### config.mk
export PLATFORM = sky130hd
export DESIGN_NAME = edgeThreshold
export DESIGN_NICKNAME = d
export VERILOG_FILES = /design/src/source/thresholdPkg.sv /design/src/source/edgeThreshold.sv
export SDC_FILE = /design/constraint.sdc
export NUM_CORES = 1
export LEC_CHECK = 0
export BUFFER_PORTS_ARGS = -buffer_cell sky130_fd_sc_hd__buf_2
export CELL_PAD_IN_SITES_DETAIL_PLACEMENT = 1
export CELL_PAD_IN_SITES_GLOBAL_PLACEMENT = 1
export CORE_ASPECT_RATIO = 0.7
export CORE_MARGIN = 2
export CORE_UTILIZATION = 25
export DETAILED_ROUTE_END_ITERATION = 10
export PLACE_DENSITY_LB_ADDON = 0.1
export SLEW_MARGIN = 10
export SYNTH_ARGS = -nofsm -noshare
export SYNTH_HDL_FRONTEND = slang
export SYNTH_SLANG_ARGS = --single-unit
### constraint.sdc
create_clock -name clk -period 11.6 [get_ports clk]
set_clock_uncertainty 0.05 [all_clocks]
set_input_delay 3.48 -clock clk [delete_from_list [all_inputs] [get_ports clk]]
set_output_delay 3.48 -clock clk [all_outputs]
set_load 0.005 [all_outputs]
### src/source/thresholdPkg.sv
`default_nettype none

package thresholdPkg;

	typedef logic [31:0] statSum_t;
	typedef logic [8:0] gradSum_t;
	typedef logic [7:0] threshold_t;

	// Band edges of the frame statistic, lowest first
	typedef struct packed {
		statSum_t bound0;
		statSum_t bound1;
		statSum_t bound2;
		statSum_t bound3;
	} thresholdBounds_t;

	typedef struct packed {
		gradSum_t gradSum;
		logic accumulate;
		logic frameEnd;
	} frameStat_t;

	// Tuned for 1080p frames
	localparam thresholdBounds_t defaultBounds = '{
		bound0: 32'd73242,
		bound1: 32'd102539,
		bound2: 32'd146484,
		bound3: 32'd292965
	};

	// Flat frames get a high edge threshold, busy frames a low one
	localparam threshold_t threshLevel0 = 8'd50;
	localparam threshold_t threshLevel1 = 8'd40;
	localparam threshold_t threshLevel2 = 8'd20;
	localparam threshold_t threshLevel3 = 8'd15;
	localparam threshold_t threshLevel4 = 8'd8;
	localparam threshold_t threshReset = threshLevel4;

endpackage

`default_nettype wire

### src/source/edgeThreshold.sv
`timescale 1ns/1ps
`default_nettype none

module edgeThreshold import thresholdPkg::*; #(
	parameter thresholdBounds_t bounds = defaultBounds
) (
	input wire clk,
	input wire reset,
	input wire frameStat_t stat,
	output threshold_t edgeThresh
);

	statSum_t frameSum;
	statSum_t frameTotal;

	// Includes the sample arriving with frame end
	assign frameTotal = stat.accumulate ? frameSum + statSum_t'(stat.gradSum) : frameSum;

	always_ff @(posedge clk) begin
		if (reset) begin
			frameSum <= '0;
			edgeThresh <= threshReset;
		end else if (stat.frameEnd) begin
			frameSum <= '0;
			if (frameTotal < bounds.bound0) begin
				edgeThresh <= threshLevel0;
			end else if (frameTotal < bounds.bound1) begin
				edgeThresh <= threshLevel1;
			end else if (frameTotal < bounds.bound2) begin
				edgeThresh <= threshLevel2;
			end else if (frameTotal < bounds.bound3) begin
				edgeThresh <= threshLevel3;
			end else begin
				edgeThresh <= threshLevel4;
			end
		end else begin
			frameSum <= frameTotal;
		end
	end

endmodule

`default_nettype wire

==> results of run 1 <==
## per-stage QoR
stage / setup slack [ns] / hold WS, ns / cell area [um^2] / cells / util [%]
global route: 4.07 / 0.451 / 3400 / 545 / 28.8
floorplan: 4.74 / 0.399 / 3050 / 381 / -
detailed placement: 4.10 / 0.400 / 3250 / 537 / 27.5
global placement: 4.28 / 0.388 / 3250 / 537 / 27.5
finish: 4.46 / 0.408 / 3400 / 545 / 28.8
CTS: 4.39 / 0.415 / 3400 / 545 / 28.8
## metal layers
metal / GRT usage, % / up-vias
met5: 0 / -
met4: 2.08 / 0
met3: 3.11 / 2
met2: 22.0 / 44
met1: 26.0 / 1421
li1: - / 1421
## worst reg2reg max path: cells and delay by family (launching register included)
family | cells | cell delay, ns
xor+xnor | 1 | 0.18
fa+ha+maj | 2 | 0.65
flops | 1 | 0.38
simple gates | 4 | 1.28
buf+inv | 1 | 0.07
compound gates | 4 | 1.55
## power by group through the flow
stage / Combinational (mW) / Clock, mW / Sequential, mW
after global placement: 0.0612 / 0 / 0.138
final: 0.0621 / 0.143 / 0.135
after detailed placement: 0.0618 / 0 / 0.138
after global routing: 0.0687 / 0.155 / 0.135
after CTS: 0.0621 / 0.151 / 0.135
after floorplan: 0.0440 / 0 / 0.137
## cell usage in the layout (no fill, tap or decap), types with 10 or more instances in the layout
cell type	count
nor2_1	43
dfxtp_1	38
nand2_1	33
nand3_1	18
buf_2	18
xnor2_1	17
a21oi_1	16
nor3_1	11
xor2_1	10
## kinds of logic after synthesis
logic type	share of synthesized area, %
simple gates	29.6
mux	2.01
other cells	0.123
flops	25.0
buf+inv	4.31
xor+xnor	7.76
fa+ha+maj	4.35
compound gates	26.9
## final cells by class
cell class | instances | area [um^2]
Clock buffer | 6 | 139
Clock inverter | 2 | 12.5
Fill cell | 1441 | 8410
Inverter | 10 | 37.5
Multi-Input combinational cell | 313 | 2160
Sequential cell | 38 | 761
Tap cell | 157 | 196
Timing Repair Buffer | 19 | 97.6
## final timing paths
check                                  start                    endpoint  slack (ns)  cells after the start
hold / removal    edgeThresh[0]$_SDFFE_PP0P_  edgeThresh[0]$_SDFFE_PP0P_        0.41                      2
setup reg to reg      frameSum[0]$_SDFF_PP0_  edgeThresh[3]$_SDFFE_PP1P_        7.31                     12
hold reg to reg   edgeThresh[0]$_SDFFE_PP0P_  edgeThresh[0]$_SDFFE_PP0P_        0.41                      2
setup / recovery                     stat[2]  edgeThresh[3]$_SDFFE_PP1P_        4.46                     13
## sequential cells by signal (all words and copies together), names as in the netlist
name	count
edgeThresh	6
frameSum	32
==> results.py, run 1 <==
metrics = {
    "sta": {
        "period_minus_slack_ns": 7.14,
        "rsz0062_at_grt": "no",
        "tns_ns": 0,
        "hold_viol": 0,
        "setup_viol": 0,
        "post-route-period-util_pct": 61.5,
        "max_freq_mhz": 140,
        "worst_pin_slew_ns": 0.714,
        "relSlewSlack_pct": 52.4,
        "drv_slew": 0,
    },
    "drt": {
        "vias": 2888,
        "met1_length_mm": 5.79,
        "antenna_left": 0,
        "met3_length_um": 359,
        "top_layer_used": "met4",
        "vias_per_cell": 5.30,
        "dr.pass1.iters": 4,
        "drt_wl_total_mm": 9.95,
        "wl_met2_mm": 3.76,
        "drtIter0Drc": 208,
        "drcViolationCount": 0,
        "routedWlPerCell_um": 18.3,
    },
    "floorplan": {
        "io_pins": 21,
        "start_util_pct": 25.8,
        "rows": 33,
        "die_x_um": 136,
        "core_area_um2": 11800,
        "die_height_um": 96.4,
        "dieArea_um2": 13100,
    },
    "cts": {
        "clock_sinks": 38,
        "cts-root-buf": "clkbuf_16",
        "cts_tree": "built",
        "ctsHoldBuffers": 0,
        "cts.reportedPaths.clkPinSlew_ns": 0.06,
        "h-tree-depth": 2,
        "insertion_delay_ns": 0.29,
        "cts.repair.resized": 0,
        "post-cts-setup-buffer-count": 0,
        "cts_buffers": 5,
        "ctsLongestPathBuffers": 2,
    },
    "critical_path": {
        "end_kind": "flop",
        "path_max_fanout": 8,
        "slowest_stage": "a2111o_1",
        "start_kind": "primary input",
        "worstPathCellList": "buf_2, ha_1, inv_1, fa_1, nand2b_2, a2111o_1, a21oi_1, nand3_1, xnor2_1, nor4_2, or3b_1, o221a_1, a211o_1",
        "critical_path.top_delay_family": "compound AO/OA/AOI/OAI gates",
        "crit_buf_inv": 2,
        "path_class": "in2reg",
        "cp.required_ns": 11.72,
        "worstPathArrival_ns": 7.26,
        "cpPeakStageDelay_ns": 0.58,
    },
    "logic_synthesis": {
        "synthTopCellsByArea": "dfxtp_1 (25%), nor2_1 (5.3%), xnor2_1 (4.9%)",
        "syn-mean-instance-area_um2": 8.02,
        "ys_seq_elements": 38,
        "synth_area_um2": 3050,
        "netlist_top_cells_count": "nor2_1 (43), dfxtp_1 (38), nand2_1 (33)",
        "synth_edf_count": 0,
        "ys_seq_area_share_pct": 25.0,
        "ys_types": 75,
        "synth_most_common_cell": "nor2_1",
        "ys.flop_type": "dfxtp_1",
        "synth.largest_area_cell": "dfxtp_1",
        "yosys.area.top_type_share_pct": 25.0,
        "synth_async_sr_flop_share_pct": 0,
        "ys_warn_count": 0,
        "netlist_instances": 380,
    },
    "grt": {
        "grt_max_degree": 31,
        "grt_usage_pct": 16.2,
        "grt_pass1_vias": 2799,
        "gr-total-overflow": 0,
        "antenna_found_initial": 0,
        "grt_pass1_wl_mm": 16.1,
    },
    "power": {
        "total_power_mw": 0.340,
        "p_int_mw": 0.241,
        "p_seq_share_pct": 39.7,
        "pwr-share-comb_pct": 18.3,
        "p_leak_nw": 1.16,
        "power.density_nw_per_um2": 100,
        "p_switching_mw": 0.0997,
        "ir_drop_mv": 0.0748,
        "power.clock.fraction_pct": 42.1,
        "netSwitchingFraction_pct": 29.3,
    },
    "placement": {
        "gp_congestion": 0.856,
        "port_buffers": 18,
        "dp_hpwl_mm": 7.70,
    },
    "finish": {
        "nets": 410,
        "antenna_cells": 0,
        "syn_to_final_growth_pct": 11.7,
        "drive_above_1_share_pct": 12.9,
    },
    "status": {
        "outcome": "completed",
    },
    "min_path": {
        "hold_path_class": "reg2reg",
    },
    "flow_run": {
        "maxCapViolCount": 0,
    },
}
(Power assumes the default switching activity.)
==> run 2, diff against run 1 <==
==> constraint.sdc (replaced) <==
create_clock -name clk -period 6.9 [get_ports clk]
set_clock_uncertainty 0.05 [all_clocks]
set_input_delay 2.07 -clock clk [delete_from_list [all_inputs] [get_ports clk]]
set_output_delay 2.07 -clock clk [all_outputs]
set_load 0.005 [all_outputs]
==> results.py, run 2 (synthesized netlist as in run 1, its figures left out) <==
metrics = {
    "status": {
        "outcome": "completed",
    },
    "floorplan": {
        "dieArea_um2": 13100,
        "io_pins": 21,
        "start_util_pct": 25.8,
        "die_x_um": 136,
        "core_area_um2": 11800,
        "die_height_um": 96.4,
        "rows": 33,
    },
    "finish": {
        "drive_above_1_share_pct": 13.1,
        "nFillCells": 1466,
        "mostFrequentLayoutCell": "nor2_1",
        "regMostFlops": "frameSum",
        "top_regs": "frameSum (32), edgeThresh (6)",
        "antenna_cells": 0,
        "layout_common_cells": "nor2_1 (43), dfxtp_1 (38), nand2_1 (33), nand3_1 (18), buf_2 (18)",
        "nets": 411,
        "syn_to_final_growth_pct": 13.3,
        "final_cells": 546,
        "largest_reg_flops": 32,
    },
    "placement": {
        "placed_cells": 538,
        "dp_hpwl_mm": 7.69,
        "gp_congestion": 0.792,
        "port_buffers": 18,
    },
    "critical_path": {
        "cp.required_ns": 7.03,
        "worstPathArrival_ns": 5.74,
        "path_max_fanout": 8,
        "start_kind": "primary input",
        "path_class": "in2reg",
        "end_kind": "flop",
        "reg2reg_setup_slack_ns": 2.76,
    },
    "cts": {
        "cts_buffers": 5,
        "post-cts-setup-buffer-count": 0,
        "cts.reportedPaths.clkPinSlew_ns": 0.06,
        "cts-root-buf": "clkbuf_16",
        "cts.repair.resized": 0,
        "ctsHoldBuffers": 0,
        "cts_tree": "built",
        "clock_sinks": 38,
        "h-tree-depth": 2,
        "ctsLongestPathBuffers": 2,
        "insertion_delay_ns": 0.29,
    },
    "drt": {
        "dr.pass1.iters": 4,
        "antenna_left": 0,
        "drtIter0Drc": 198,
        "vias_per_cell": 5.28,
        "drt_wl_total_mm": 9.97,
        "drcViolationCount": 0,
        "vias": 2881,
        "routedWlPerCell_um": 18.3,
    },
    "grt": {
        "grt_max_degree": 31,
        "grt_pass1_wl_mm": 15.9,
        "grt_usage_pct": 16.2,
        "grt_pass1_vias": 2795,
        "antenna_found_initial": 0,
        "gr-total-overflow": 0,
    },
    "flow_run": {
        "maxCapViolCount": 0,
    },
    "min_path": {
        "hold_path_class": "reg2reg",
    },
    "sta": {
        "max_freq_mhz": 178,
        "hold_viol": 0,
        "period_minus_slack_ns": 5.61,
        "relSlewSlack_pct": 53.4,
        "setup_viol": 0,
        "post-route-period-util_pct": 81.3,
        "drv_slew": 0,
        "rsz0062_at_grt": "no",
        "worst_pin_slew_ns": 0.699,
        "whs_ns": 0.405,
        "tns_ns": 0,
    },
    "power": {
        "ir_drop_mv": 0.0895,
        "total_power_mw": 0.646,
        "p_leak_nw": 1.19,
        "power.density_nw_per_um2": 187,
    },
}
## run 2: stage by stage
step / util, % / area, um^2 / worst slack, ns
after CTS: 29.2 / 3450 / 1.25
after detailed placement: 27.6 / 3260 / 0.964
final: 29.2 / 3450 / 1.29
after floorplan: - / 3050 / 1.45
after global routing: 29.2 / 3450 / 0.972
after global placement: 27.6 / 3260 / 1.02
## run 2: power breakdown
| part | internal, mW | total, mW | switching [mW] | leakage, nW |
|---|---|---|---|---|
| combinational | 0.0377 | 0.104 | 0.0662 | 0.783 |
| clock | 0.208 | 0.315 | 0.107 | 0.0940 |
| sequential | 0.224 | 0.227 | 0.00344 | 0.308 |
## run 2: path summary, 6_finish.rpt
| check | start | end | cells after the start |
|---|---|---|---|
| max reg2reg | frameSum[0]$_SDFF_PP0_ | edgeThresh[3]$_SDFFE_PP1P_ | 13 |
| min | edgeThresh[0]$_SDFFE_PP0P_ | edgeThresh[0]$_SDFFE_PP0P_ | 2 |
| min reg2reg | edgeThresh[0]$_SDFFE_PP0P_ | edgeThresh[0]$_SDFFE_PP0P_ | 2 |
| max | stat[2] | edgeThresh[3]$_SDFFE_PP1P_ | 14 |
## run 2: metal layers
layer	track usage (%)	vias to the layer above	share of wire (%)
met5	0	-	0
met3	3.00	5	4.6
met2	22.6	37	39
met4	2.86	0	0.61
met1	25.3	1411	56
li1	-	1428	-
## run 2: critical path, cell delays in order
cell      delay (ns)
buf_2           0.08
ha_1            0.20
inv_1           0.07
fa_1            0.41
nand2b_2        0.28
a2111o_1        0.60
a21oi_1         0.22
buf_4           0.19
nand3_1         0.10
xnor2_1         0.19
nor4_2          0.47
or3b_1          0.39
o221a_1         0.23
a211o_1         0.23
## run 2: cell type report
class	instances	area (um^2)	share of cell area, %
inverters	10	37.5	1.09
well taps	157	196	5.69
clock buffers	5	125	3.62
multi-input cells	313	2160	62.5
repair buffers	20	105	3.04
clock inverters	3	68.8	1.99
flip-flops and latches	38	761	22.0
==> run 3, diff against run 2 <==
==> constraint.sdc (replaced) <==
create_clock -name clk -period 5.8 [get_ports clk]
set_clock_uncertainty 0.05 [all_clocks]
set_input_delay 1.74 -clock clk [delete_from_list [all_inputs] [get_ports clk]]
set_output_delay 1.74 -clock clk [all_outputs]
set_load 0.005 [all_outputs]
==> results.py, run 3 (synthesized netlist as in run 1, its figures left out) <==
metrics = {
    "grt": {
        "grt_pass1_vias": 2925,
        "antenna_found_initial": 0,
        "gr-total-overflow": 0,
        "grt_usage_pct": 16.6,
        "grt_pass1_wl_mm": 16.5,
        "grt_max_degree": 31,
    },
    "critical_path": {
        "worstPathCellList": "buf_2, ha_1, inv_1, fa_1, nand2b_2, a211oi_4, o221ai_2, or4b_4, a2111oi_4, o22ai_1, or3b_1, o221a_1, a211o_1",
        "path_depth": 13,
        "critPathLaunch": "stat[2]",
        "worstPathArrival_ns": 5.27,
        "reg2reg_setup_slack_ns": 1.78,
        "cp.required_ns": 5.93,
        "r2r_cells": 12,
        "path_max_fanout": 6,
        "crit_buf_inv": 2,
        "critical_path.endpoint": "edgeThresh[3]$_SDFFE_PP1P_",
        "start_kind": "primary input",
        "path_class": "in2reg",
        "end_kind": "flop",
        "r2r_end": "edgeThresh[3]$_SDFFE_PP1P_",
        "slowest_stage": "or4b_4",
        "critical_path.top_delay_family": "compound AO/OA/AOI/OAI gates",
        "cpPeakStageDelay_ns": 0.52,
        "timing.rr.start": "frameSum[0]$_SDFF_PP0_",
    },
    "cts": {
        "ctsLongestPathBuffers": 2,
        "ctsHoldBuffers": 0,
        "insertion_delay_ns": 0.29,
        "cts.reportedPaths.clkPinSlew_ns": 0.06,
        "h-tree-depth": 2,
        "clock_sinks": 38,
        "cts_tree": "built",
        "post-cts-setup-buffer-count": 0,
        "cts.repair.resized": 0,
        "cts-root-buf": "clkbuf_16",
        "cts_buffers": 5,
    },
    "finish": {
        "syn_to_final_growth_pct": 13.5,
        "regMostFlops": "frameSum",
        "antenna_cells": 0,
        "mostFrequentLayoutCell": "nor2_1",
        "nets": 416,
        "drive_above_1_share_pct": 13.7,
        "largest_reg_flops": 32,
        "top_regs": "frameSum (32), edgeThresh (6)",
        "utilization_pct": 29.3,
        "layout_common_cells": "nor2_1 (43), dfxtp_1 (38), nand2_1 (33), nand3_1 (18), buf_2 (18)",
    },
    "drt": {
        "vias_per_cell": 5.28,
        "drtIter0Drc": 173,
        "drcViolationCount": 0,
        "vias": 2907,
        "dr.pass1.iters": 4,
        "antenna_left": 0,
        "routedWlPerCell_um": 18.4,
        "drt_wl_total_mm": 10.1,
    },
    "sta": {
        "timing.final.ws_setup_ns": 0.663,
        "max_freq_mhz": 195,
        "whs_ns": 0.417,
        "rsz0062_at_grt": "no",
        "hold_viol": 0,
        "tns_ns": 0,
        "post-route-period-util_pct": 88.6,
        "setup_viol": 0,
        "drv_slew": 0,
        "period_minus_slack_ns": 5.14,
        "relSlewSlack_pct": 52.4,
        "worst_pin_slew_ns": 0.714,
    },
    "power": {
        "power.density_nw_per_um2": 208,
        "ir_drop_mv": 0.155,
        "p_leak_nw": 1.19,
        "total_power_mw": 0.720,
    },
    "placement": {
        "dp_hpwl_mm": 7.79,
        "post-place-ws_ns": 0.376,
        "port_buffers": 18,
        "gp_congestion": 0.841,
    },
    "floorplan": {
        "start_util_pct": 25.8,
        "die_height_um": 96.4,
        "rows": 33,
        "io_pins": 21,
        "dieArea_um2": 13100,
        "core_area_um2": 11800,
        "die_x_um": 136,
    },
    "flow_run": {
        "maxCapViolCount": 0,
    },
    "status": {
        "outcome": "completed",
    },
    "min_path": {
        "hold_path_class": "reg2reg",
    },
}
## run 3: changes by cell type in the layout (fill, tap and decap cells not counted)
cell,previous run,this run
bufinv_16,2,1
clkinv_4,1,0
buf_4,2,7
clkbuf_1,0,2
## run 3: per-stage QoR
stage	instance area, um^2	std cells
5_1_grt	3460	551
6_report	3460	551
4_1_cts	3460	551
3_3_place_gp	3300	543
2_1_floorplan	3050	381
3_5_place_dp	3300	543
## run 3: worst register-to-register path, stage by stage (launching register included)
cell and delay, ns:
dfxtp_1 0.38, ha_1 0.24, inv_1 0.08, fa_1 0.42, nand2b_2 0.28, a211oi_4 0.34
o221ai_2 0.16, or4b_4 0.52, a2111oi_4 0.40, o22ai_1 0.19, or3b_1 0.41, o221a_1 0.24
a211o_1 0.22
## run 3: worst min-delay path by stage
stage | slack [ns] | to | startpoint | cells after the start
4_1_cts | 0.42 | edgeThresh[3]$_SDFFE_PP1P_ | edgeThresh[3]$_SDFFE_PP1P_ | 1
2_1_floorplan | 0.40 | edgeThresh[0]$_SDFFE_PP0P_ | edgeThresh[0]$_SDFFE_PP0P_ | 2
5_1_grt | 0.44 | edgeThresh[0]$_SDFFE_PP0P_ | edgeThresh[0]$_SDFFE_PP0P_ | 2
3_3_place_gp | 0.39 | edgeThresh[0]$_SDFFE_PP0P_ | edgeThresh[0]$_SDFFE_PP0P_ | 2
6_report | 0.42 | edgeThresh[0]$_SDFFE_PP0P_ | edgeThresh[0]$_SDFFE_PP0P_ | 2
3_5_place_dp | 0.41 | edgeThresh[3]$_SDFFE_PP1P_ | edgeThresh[3]$_SDFFE_PP1P_ | 1
## run 3: layout make-up
cell class                      instances  area [um^2]
Fill cell                            1489         8350
Clock inverter                          1         30.0
Timing Repair Buffer                   25          143
Inverter                               10         37.5
Sequential cell                        38          761
Multi-Input combinational cell        313         2160
Tap cell                              157          196
Clock buffer                            7          133
## run 3: power breakdown
group	internal (mW)	total [mW]	switching (mW)
clock network	0.204	0.320	0.116
logic	0.0482	0.129	0.0811
registers	0.266	0.270	0.00410
total	0.518	0.720	0.202
## run 3: metal layers
metal  track usage, %  part of all wire [%]  vias up
li1                 -                     -     1434
met2             22.9                    38       38
met4             3.47                  0.70        0
met3             2.69                   2.6        5
met1             26.2                    58     1430
met5                0                     0        -
