`src/source/thresholdPkg.sv`:
```
`default_nettype none

package thresholdPkg;

	typedef logic [31:0] statSum_t;
	typedef logic [8:0] gradSum_t;
	typedef logic [7:0] threshold_t;

	// Band edges of the frame statistic, lowest first
	typedef struct packed {
		statSum_t bound0;
		statSum_t bound1;
		statSum_t bound2;
		statSum_t bound3;
	} thresholdBounds_t;

	typedef struct packed {
		gradSum_t gradSum;
		logic accumulate;
		logic frameEnd;
	} frameStat_t;

	// Tuned for 1080p frames
	localparam thresholdBounds_t defaultBounds = '{
		bound0: 32'd73242,
		bound1: 32'd102539,
		bound2: 32'd146484,
		bound3: 32'd292965
	};

	// Flat frames get a high edge threshold, busy frames a low one
	localparam threshold_t threshLevel0 = 8'd50;
	localparam threshold_t threshLevel1 = 8'd40;
	localparam threshold_t threshLevel2 = 8'd20;
	localparam threshold_t threshLevel3 = 8'd15;
	localparam threshold_t threshLevel4 = 8'd8;
	localparam threshold_t threshReset = threshLevel4;

endpackage

`default_nettype wire

```
`src/source/demosaicPkg.sv`:
```
`default_nettype none

package demosaicPkg;

	localparam int coordWidth = 16;

	typedef logic [7:0] pixel_t;

	typedef struct packed {
		logic [coordWidth-1:0] x;
		logic [coordWidth-1:0] y;
	} pixelPos_t;

	// Cross-shaped neighborhood of one Bayer sample
	typedef struct packed {
		pixel_t center;
		pixel_t above;
		pixel_t below;
		pixel_t left;
		pixel_t right;
	} crossWindow_t;

	typedef struct packed {
		pixel_t r;
		pixel_t g;
		pixel_t b;
	} rgb_t;

	typedef struct packed {
		pixelPos_t pos;
		logic valid;
		logic last;
	} pixelTag_t;

	typedef enum logic [1:0] {
		siteGreen,
		siteRed,
		siteBlue
	} bayerSite_e;

	// Green where parities match and blue on even rows
	function automatic bayerSite_e bayerSite(input logic yOdd, input logic xOdd);
		bayerSite_e site;
		if (yOdd == xOdd) begin
			site = siteGreen;
		end else if (xOdd) begin
			site = siteBlue;
		end else begin
			site = siteRed;
		end
		return site;
	endfunction

endpackage

`default_nettype wire
```
`src/source/greenInterpolator.sv`:
```
`timescale 1ns/1ps
`default_nettype none

module greenInterpolator import demosaicPkg::*, thresholdPkg::*; #(
	parameter int imageWidth = 1920,
	parameter int imageHeight = 1080
) (
	input wire clk,
	input wire reset,
	input wire pixelValid,
	input wire crossWindow_t window,
	input wire pixelTag_t tag,
	output rgb_t rgbOut,
	output logic rgbValid,
	output logic frameDone,
	output frameStat_t stat
);

	localparam int latency = 3;

	typedef struct packed {
		pixel_t hGrad;
		pixel_t vGrad;
		pixel_t hEst;
		pixel_t vEst;
	} gradStage_t;

	typedef struct packed {
		pixel_t hEst;
		pixel_t vEst;
		pixel_t avgEst;
		logic hGreater;
		logic hLess;
		gradSum_t gradSum;
	} choiceStage_t;

	logic firstCol;
	logic lastCol;
	logic firstRow;
	logic lastRow;
	pixel_t aboveMasked;
	pixel_t belowMasked;
	pixel_t leftMasked;
	pixel_t rightMasked;
	logic [8:0] hPairSum;
	logic [8:0] vPairSum;
	logic [8:0] estSum;
	gradStage_t stage1;
	choiceStage_t stage2;
	pixel_t greenOut;
	gradSum_t gradOut;
	pixelTag_t tagDelayed;
	pixel_t centerDelayed;
	bayerSite_e site;

	function automatic pixel_t absDiff(input pixel_t a, input pixel_t b);
		return (a > b) ? a - b : b - a;
	endfunction

	assign firstCol = tag.pos.x == '0;
	assign lastCol = tag.pos.x == coordWidth'(imageWidth - 1);
	assign firstRow = tag.pos.y == '0;
	assign lastRow = tag.pos.y == coordWidth'(imageHeight - 1);

	// Neighbors outside the frame read as zero
	assign aboveMasked = firstRow ? '0 : window.above;
	assign belowMasked = lastRow ? '0 : window.below;
	assign leftMasked = firstCol ? '0 : window.left;
	assign rightMasked = lastCol ? '0 : window.right;

	assign hPairSum = {1'b0, window.left} + {1'b0, window.right};
	assign vPairSum = {1'b0, window.above} + {1'b0, window.below};
	assign estSum = {1'b0, stage1.hEst} + {1'b0, stage1.vEst};

	always_ff @(posedge clk) begin
		if (pixelValid) begin
			// Beat 1
			stage1.hGrad <= absDiff(leftMasked, rightMasked);
			stage1.vGrad <= absDiff(aboveMasked, belowMasked);
			if (firstCol) begin
				stage1.hEst <= window.right;
			end else if (lastCol) begin
				stage1.hEst <= window.left;
			end else begin
				stage1.hEst <= hPairSum[8:1];
			end
			if (firstRow) begin
				stage1.vEst <= window.below;
			end else if (lastRow) begin
				stage1.vEst <= window.above;
			end else begin
				stage1.vEst <= vPairSum[8:1];
			end

			// Beat 2
			stage2.hEst <= stage1.hEst;
			stage2.vEst <= stage1.vEst;
			stage2.avgEst <= estSum[8:1];
			stage2.hGreater <= stage1.hGrad > stage1.vGrad;
			stage2.hLess <= stage1.hGrad < stage1.vGrad;
			stage2.gradSum <= gradSum_t'(stage1.hGrad) + gradSum_t'(stage1.vGrad);

			// Beat 3 interpolates along the smoother direction
			if (stage2.hGreater) begin
				greenOut <= stage2.vEst;
			end else if (stage2.hLess) begin
				greenOut <= stage2.hEst;
			end else begin
				greenOut <= stage2.avgEst;
			end
			gradOut <= stage2.gradSum;
		end
	end

	pipeDelay #(.depth(latency), .payload_t(pixelTag_t)) tagDelay (
		.clk(clk),
		.reset(reset),
		.enable(pixelValid),
		.din(tag),
		.dout(tagDelayed)
	);

	pipeDelay #(.depth(latency), .payload_t(pixel_t)) centerDelay (
		.clk(clk),
		.reset(reset),
		.enable(pixelValid),
		.din(window.center),
		.dout(centerDelayed)
	);

	assign site = bayerSite(tagDelayed.pos.y[0], tagDelayed.pos.x[0]);

	always_comb begin
		case (site)
			siteRed: rgbOut = '{r: centerDelayed, g: greenOut, b: '0};
			siteBlue: rgbOut = '{r: '0, g: greenOut, b: centerDelayed};
			default: rgbOut = '{r: '0, g: centerDelayed, b: '0};
		endcase
	end

	assign rgbValid = tagDelayed.valid & pixelValid;
	assign frameDone = tagDelayed.last & pixelValid;

	// Only interpolated sites feed the frame statistic
	assign stat = '{
		gradSum: gradOut,
		accumulate: rgbValid && (site != siteGreen),
		frameEnd: frameDone
	};

endmodule

`default_nettype wire

```
`src/source/pipeDelay.sv`:
```
`timescale 1ns/1ps
`default_nettype none

module pipeDelay #(
	parameter int depth = 1,
	parameter type payload_t = logic
) (
	input wire clk,
	input wire reset,
	input wire enable,
	input wire payload_t din,
	output payload_t dout
);

	payload_t stages [depth];

	always_ff @(posedge clk) begin
		if (reset) begin
			for (int i = 0; i < depth; i++) begin
				stages[i] <= '0;
			end
		end else if (enable) begin
			stages[0] <= din;
			for (int i = 1; i < depth; i++) begin
				stages[i] <= stages[i-1];
			end
		end
	end

	assign dout = stages[depth-1];

endmodule

`default_nettype wire

```
`config.mk`:
```
export PLATFORM = sky130hd
export DESIGN_NAME = greenInterpolator
export DESIGN_NICKNAME = d
export VERILOG_FILES = /design/src/source/thresholdPkg.sv /design/src/source/demosaicPkg.sv /design/src/source/greenInterpolator.sv /design/src/source/pipeDelay.sv
export SDC_FILE = /design/constraint.sdc
export NUM_CORES = 1
export LEC_CHECK = 0
export BUFFER_PORTS_ARGS = -buffer_cell sky130_fd_sc_hd__buf_2
export CAP_MARGIN = 20
export CORE_MARGIN = 1
export CORE_UTILIZATION = 46
export DETAILED_ROUTE_END_ITERATION = 10
export PLACE_DENSITY_LB_ADDON = 0.05
export REMOVE_ABC_BUFFERS = 1
export SETUP_SLACK_MARGIN = 0.4
export SYNTH_ARGS = -nofsm -noshare
export SYNTH_HDL_FRONTEND = slang
export SYNTH_HIERARCHICAL = 1
export SYNTH_SLANG_ARGS = --single-unit
```
`constraint.sdc`:
```
create_clock -name clk -period 4.2 [get_ports clk]
set_clock_uncertainty 0.1 [all_clocks]
set_input_delay 0.21 -clock clk [delete_from_list [all_inputs] [get_ports clk]]
set_output_delay 0.21 -clock clk [all_outputs]
set_load 0.05 [all_outputs]
```
==> results, run 1 <==
- After detailed routing, the number of remaining DRC violations is 1.
- The post-route clock period utilization is 76.09%.
- The count of final max-slew check failures was 0.
- The critical path startpoint is tag[25].
- In this run the worst path has a maximum fanout of 15.
- The number of antenna violations at the first check in global routing is 0.
- The number of endpoints with negative hold slack in the final report is 0.
- 114 I/O pins were placed.
- The slowest library cell on the worst path is sky130_fd_sc_hd__nor4_2.
- The highest clock rate is 0.3129 GHz.
- The minimum clock period after layout is 3196 ps.
- Measured along the x axis, the die boundary spans 134.5 µm.
- In the layout the commonest cells are sky130_fd_sc_hd__edfxtp_1, sky130_fd_sc_hd__buf_2, sky130_fd_sc_hd__ha_1.
- The clock sink count is 120.
- After technology mapping, the gate count stands at 765.
- Buffers inserted during clock tree synthesis total 17.
- The overall global routing resource usage is 18.16%.
- The routed layout has 5694 vias.
- IR analysis of the VDD net gives a maximum drop of 234.8 µV.
- The path class of the tightest hold or removal check is input pin to flip-flop.
- The area growth from synthesis to final layout is 14.15%.
- The library cell used most frequently in the layout, excluding fill and tap cells, is sky130_fd_sc_hd__edfxtp_1.
- The register clock-pin slew on the reported worst setup and hold paths is 50 ps.
- The signal on the critical path passes through buf_2 -> nor4_2 -> nand2_1 -> or2_1 -> and2_1 -> inv_2 -> ha_1 -> inv_1 -> fa_1 -> a21o_1 -> a221oi_2 -> a21oi_2 -> mux2_1.
- The combined flip-flop and latch cell area is 3603 µm².
- In this run the clock root is driven by a sky130_fd_sc_hd__clkbuf_16.
- The run finished, with violations left.
- The total area of multi-input combinational cells is 3842 µm².
- The worst pin sits at a relative slew slack of 28.59%.
- After detailed routing, the average wire length per cell comes to 14.87 µm.
- The startpoint identified for the worst hold timing path is window[37].
- The placer's final routability congestion estimate is 0.8823.
- The proportion of layout cells with a drive suffix above 1 is 20.07%.
- The die is 134.5 µm tall.
- The area of all placed cells without fillers is 9214 µm².
- The half-perimeter wire length after detailed placement is 12590 µm.
- The number of synthesis warnings is 6.
- Dividing the detail-routed via count by the number of cells gives 5.238.
- The global-route wire length before repair is 25990 µm.
- Buffers placed on the I/O ports in this run total 113.
- The die covers 18080 µm².
- Entering global routing, the biggest net connects 68 pins.
- The antenna cell count is 0.
- The detailed router finished its first iteration with 376 violations.
- After synthesis, the mean cell area works out to 10.55 µm².
- Once the floorplan was initialized, standard cells occupied 46.83% of the core.
- The via count of the first global-routing pass came to 5518.
- In this run the static leakage power is 4.199 nW.
- The number of rows created at floorplan is 48.
- The latest clock arrival within the worst-skew pair is 410 ps.
- The total area inside the core boundary comes to 17240 µm².
- The number of detailed-route iterations in the first pass is 8.
- The final layout contains 1003 nets.
- The critical path required time is 4250 ps.
- The final reports fail on DRC.
- The netlist area before placement is 8071 µm².
- The H-tree depth reported by CTS is 4.
- The worst setup path is launched from an input pin.
- The power density over the cells is 451.3 nW/µm².
- The maximum number of buffers from clock root to sink is 2.
- Setup violations remaining at the end of the flow were counted as 0.
- At the worst endpoint, the arrival time is 3250 ps.
- The critical path is of the input pin to flip-flop type.
- The delay of the slowest cell on the worst path is 410 ps.
- The sort of element at the end of the critical path is a flip-flop.
- The number of max-cap violations is 0.
- The routed wire length is 16170 µm.
- After filler insertion, the fill cell instance count of the layout stands at 1560.
- The startpoint identified for the worst register-to-register timing path is stage1[24]$_DFFE_PP_.
- Adding up every negative setup slack in the final design gives 0 ps.
- Once detail routing completed, the nets flagged for antenna violations numbered 0.
- The cell area after placement is 8569 µm².
- TritonCTS built the clock tree.
- Setup repair after global routing left no endpoint under its margin.
- After global routing the overflow that remains totals 0.
- The measured slew at the worst slew-check pin is 1071 ps.
==> layout make-up <==
cell class                 count  share of cell area (%)
tap                          225                   3.055
multi-input combinational    526                   41.70
timing repair buffer         117                   6.518
inverter                      67                   2.729
clock buffer                  18                   4.658
sequential                   120                   39.11
clock inverter                14                   2.227
==> repair_timing <==
action / in CTS / in global routing
gates resized for setup: 0 / 0
endpoints found under the setup margin: 0 / 0
endpoints found under the hold margin: 1 / 0
setup buffers: 0 / 0
hold buffers: 1 / 0
==> metrics by stage <==
stage | setup slack [ps] | hold WS (ps) | util [%] | cells | power (mW)
final | 1004 | 23.28 | 53.46 | 1087 | 4.159
after global routing | 791.4 | 14.97 | 53.46 | 1087 | 4.366
after CTS | 1019 | 4.623 | 53.46 | 1087 | 4.197
after global placement | 611.8 | 302.8 | 49.72 | 1054 | 2.620
after detailed placement | 587.7 | 307.1 | 49.72 | 1054 | 2.645
after floorplan | 965.8 | 222.5 | - | 713 | 2.359
==> routing by layer <==
metal	part of all wire (%)	vias up	wire length [µm]	GRT usage, %
li1	-	2901	-	-
met2	47	153	7582	30.51
met4	1.8	0	292	7.615
met1	47	2621	7620	23.41
met5	0	-	0	0
met3	4.2	19	671	2.778
==> registers in the layout, summed over array words and instances, names as in the netlist <==
register,flops
gradOut,9
stage2,35
greenOut,8
tagDelay/stages,12
stage1,32
centerDelay/stages,24
==> worst max-delay path, delay by kind of cell <==
family	cells	cell delay [ps]
buffers and inverters	3	210
AOI/OAI and AO/OA	3	700
muxes	1	350
and+or+nand+nor	4	1220
adders and majority gates	2	540
==> where the power goes <==
part	switching (mW)	internal [mW]	total, mW
sequential	0.0938	1.58	1.68
clock	0.495	1.04	1.54
combinational	0.566	0.375	0.941
==> path summary, 6_finish.rpt <==
check                                                         endpoint  slack (ps)  cells past startpoint
worst min register to register                    gradOut[6]$_DFFE_PP_         320                      0
worst min-delay path            centerDelay/stages[0][5]$_SDFFCE_PN0P_          20                      2
worst max register to register                     stage2[8]$_DFFE_PP_        1950                      8
worst max-delay path                              stage1[25]$_DFFE_PP_        1000                     13
Power figures use the tool's default switching activity.
==> run 2: changes to the inputs <==
- clock period: 4.2 -> 2.6 ns (I/O delays scaled with it)
==> run 2 against run 1 <==
Compared with the run above: the run still ends with DRC left; count of clock-buffer cells in the layout unchanged; sequential cell count unchanged; utilization up 6.1 points; die area unchanged; via count up 6.3%; worst hold slack worse by 3.3 ps; register-to-register slack worse by 1500 ps; design area up 11%; combinational power up 88%; sequential share of layout area down 4.0 points; largest cell class unchanged; largest power group unchanged.
==> results, run 2 (same netlist as run 1, synthesis figures left out) <==
- The maximum net fanout on the critical path is 14 (was 15).
- The area of all placed cells without fillers is 10260 µm² (was 9214 µm²).
- The measured slew at the worst slew-check pin came to 610.3 ps (was 1071 ps).
- The final number of setup-violating endpoints is 0 (unchanged).
- The worst slack at placement is -560.7 ps (was 587.7 ps).
- The starting density of the core is 46.83% (unchanged).
- The via count of the first global-routing pass is 5871 (was 5518).
- The clock sink count is 120 (unchanged).
- The global-route wire length before repair is 27680 µm (was 25990 µm).
- The starting DRC count in detailed routing is 286 (was 376).
- Violated checks: DRC (unchanged).
- The die boundary height is 134.5 µm (unchanged).
- The half-perimeter wire length after detailed placement is 13090 µm (was 12590 µm).
- The power density over the cells is 649.3 nW/µm² (was 451.3 nW/µm²).
- The number of rows created at floorplan is 48 (unchanged).
- The standard cell core area is 17240 µm² (unchanged).
- The topmost layer with routed signal wires is met4 (unchanged).
- The count of vias placed by the detailed router is 6050 (was 5694).
- The total chip power is 6.662 mW (was 4.159 mW).
- The normalized max-slew margin is 59.32% (was 28.59%).
- The routed length on met2 is 8417 µm (was 7582 µm).
- The most common library cell in the layout ignoring fill and taps is sky130_fd_sc_hd__edfxtp_1 (unchanged).
- The clock buffer count from CTS was 17 (unchanged).
- The routed wire length is 17320 µm (was 16170 µm).
- The overall global routing resource usage is 19.39% (was 18.16%).
- The number of placed cells counting well taps is 1127 (was 1054).
- The maximum number of buffers from clock root to sink is 2 (unchanged).
- The count of final max-slew check failures is 0 (unchanged).
- Most frequent cells in the layout: sky130_fd_sc_hd__edfxtp_1, sky130_fd_sc_hd__buf_2, sky130_fd_sc_hd__buf_4 (was sky130_fd_sc_hd__edfxtp_1, sky130_fd_sc_hd__buf_2, sky130_fd_sc_hd__ha_1).
- The critical path required time is 2650 ps (was 4250 ps).
- The startpoint type of the worst setup path is an input pin (unchanged).
- The post-route clock period utilization is 98.72%.
- The number of detailed-route iterations in the first pass is 9 (was 8).
- The clock tree from TritonCTS is yes (unchanged).
- The overall die area was 18080 µm² (unchanged).
- The number of standard cells in the final layout excluding fillers came to 1180 (was 1087).
- The worst-case hold slack is 20.02 ps (was 23.28 ps).
- The final setup slack of the worst path came to 33.25 ps (was 1004 ps).
- The total met3 wirelength after detailed routing is 525 µm (was 671 µm).
- The width of the die is 134.5 µm (unchanged).
- The register clock-pin slew on the reported worst setup and hold paths is 50 ps (about the same).
- Unrepaired setup endpoints after global routing: yes (was no).
- The via-per-instance ratio is 5.127 (was 5.238).
- The met1 wire length was 7947 µm (was 7620 µm).
- The latest clock arrival within the worst-skew pair was 400 ps (was 410 ps).
- The placer's final routability congestion estimate is 0.8822 (was 0.8823).
- The proportion of layout cells with a drive suffix above 1 is 31.45% (was 20.07%).
- The peak ir drop on the vdd network came to 479.4 µV (was 234.8 µV).
- The master cell of the clock root buffer is sky130_fd_sc_hd__clkbuf_16 (unchanged).
- The I/O pin count is 114 (unchanged).
- Sequence of cells on the critical path: buf_6 -> nor4_4 -> nand2_1 -> or2_1 -> buf_6 -> and2_1 -> ha_1 -> buf_4 -> a21o_1 -> a21o_1 -> a211oi_2 -> mux2i_1 -> xor2_1 (was buf_2 -> nor4_2 -> nand2_1 -> or2_1 -> and2_1 -> inv_2 -> ha_1 -> inv_1 -> fa_1 -> a21o_1 -> a221oi_2 -> a21oi_2 -> mux2_1).
- The aggregate global routing overflow is 0 (unchanged).
- Regs by FF count: stage2 (35), stage1 (32), centerDelay/stages (24) (unchanged).
- The flip-flop count of the largest register, all copies and words added is 35 (unchanged).
- The number of endpoints with negative hold slack in the final report was 0 (unchanged).
- The pin count of the biggest net entering global routing is 68 (unchanged).
- The slowest library cell on the worst path is sky130_fd_sc_hd__ha_1 (was sky130_fd_sc_hd__nor4_2).
- The delay of the slowest cell on the worst path is 340 ps (was 410 ps).
- The number of nets in the finished design is 1095 (was 1003).
- The cell area after placement came to 9130 µm² (was 8569 µm²).
- The register with the most flip-flops is stage2 (unchanged).
- The final routed wire length divided by cell count was 14.68 µm (was 14.87 µm).
- The number of port buffers is 113 (unchanged).
- Result of the run: complete, but fails checks (unchanged).
- The worst path arrival time came to 2610 ps (was 3250 ps).
- The leakage power is 4.682 nW (was 4.199 nW).
- The H-tree depth reported by CTS is 4 (unchanged).
- The number of antenna-violating nets in the routed design is 0 (unchanged).
- The type of the setup path with the least slack is input pin to flip-flop (unchanged).
- The type of the most critical hold path is input pin to flip-flop (unchanged).
- The sort of element at the end of the critical path is a flip-flop (unchanged).
- The area growth from synthesis to final layout was 27.13% (was 14.15%).
- The remaining design rule violation count came to 2 (was 1).
- After layout, the minimum clock period comes to 2567 ps.
- The number of max-cap violations is 0 (unchanged).
- The number of antenna violations at the first check in global routing came to 0 (unchanged).
- Timing would allow up to 0.3896 GHz.
[run 2: final cells by class]
| cell class | count | area (µm²) |
|---|---|---|
| flip-flops and latches | 120 | 3603 |
| repair buffers | 209 | 1395 |
| clock inverters | 14 | 133.9 |
| multi-input cells | 526 | 4161 |
| inverters | 67 | 254.0 |
| diodes | 1 | 2.502 |
| clock buffers | 18 | 429.2 |
| well taps | 225 | 281.5 |
| fillers | 1479 | 6975 |
[run 2: final timing paths]
| check | from | end | slack, ps | depth (start not counted) |
|---|---|---|---|---|
| worst min-delay path | window[4] | stage1[12]$_DFFE_PP_ | 20 | 3 |
| worst max-delay path | tag[33] | stage1[31]$_DFFE_PP_ | 30 | 13 |
| worst max register to register | stage1[24]$_DFFE_PP_ | stage2[8]$_DFFE_PP_ | 470 | 8 |
| worst min register to register | stage2[4]$_DFFE_PP_ | gradOut[4]$_DFFE_PP_ | 320 | 0 |
[run 2: power breakdown]
part / switching [mW] / internal (mW)
Clock: 0.784 / 1.39
Sequential: 0.157 / 2.56
Combinational: 0.994 / 0.775
Total: 1.94 / 4.73
[run 2: critical path: cells and delay by family]
| family | cells | cell delay, ps |
|---|---|---|
| and+or+nand+nor | 4 | 810 |
| AOI/OAI and AO/OA | 3 | 620 |
| buffers and inverters | 3 | 430 |
| adders and majority gates | 1 | 340 |
| xor gates and xnor gates | 1 | 150 |
| muxes | 1 | 120 |
[run 2: per-layer routing]
| layer | global-route usage (%) | up-vias |
|---|---|---|
| met2 | 33.28 | 146 |
| met1 | 24.54 | 2791 |
| li1 | - | 3082 |
| met4 | 7.990 | 0 |
| met5 | 0 | - |
| met3 | 2.853 | 31 |
[run 2: through the flow]
step	TNS, ps	utilization, %
6_report	0	59.53
4_1_cts	0	58.47
2_1_floorplan	-6509	-
5_1_grt	-480.2	59.52
3_3_place_gp	-6188	52.97
3_5_place_dp	-7173	52.97
[run 2: timing repair]
action,in CTS,in global routing
endpoints found under the hold margin,11,0
buffers inserted,6,3
hold buffers,11,0
setup endpoints to repair,23,25
pin swaps,27,38
resized for setup,42,33
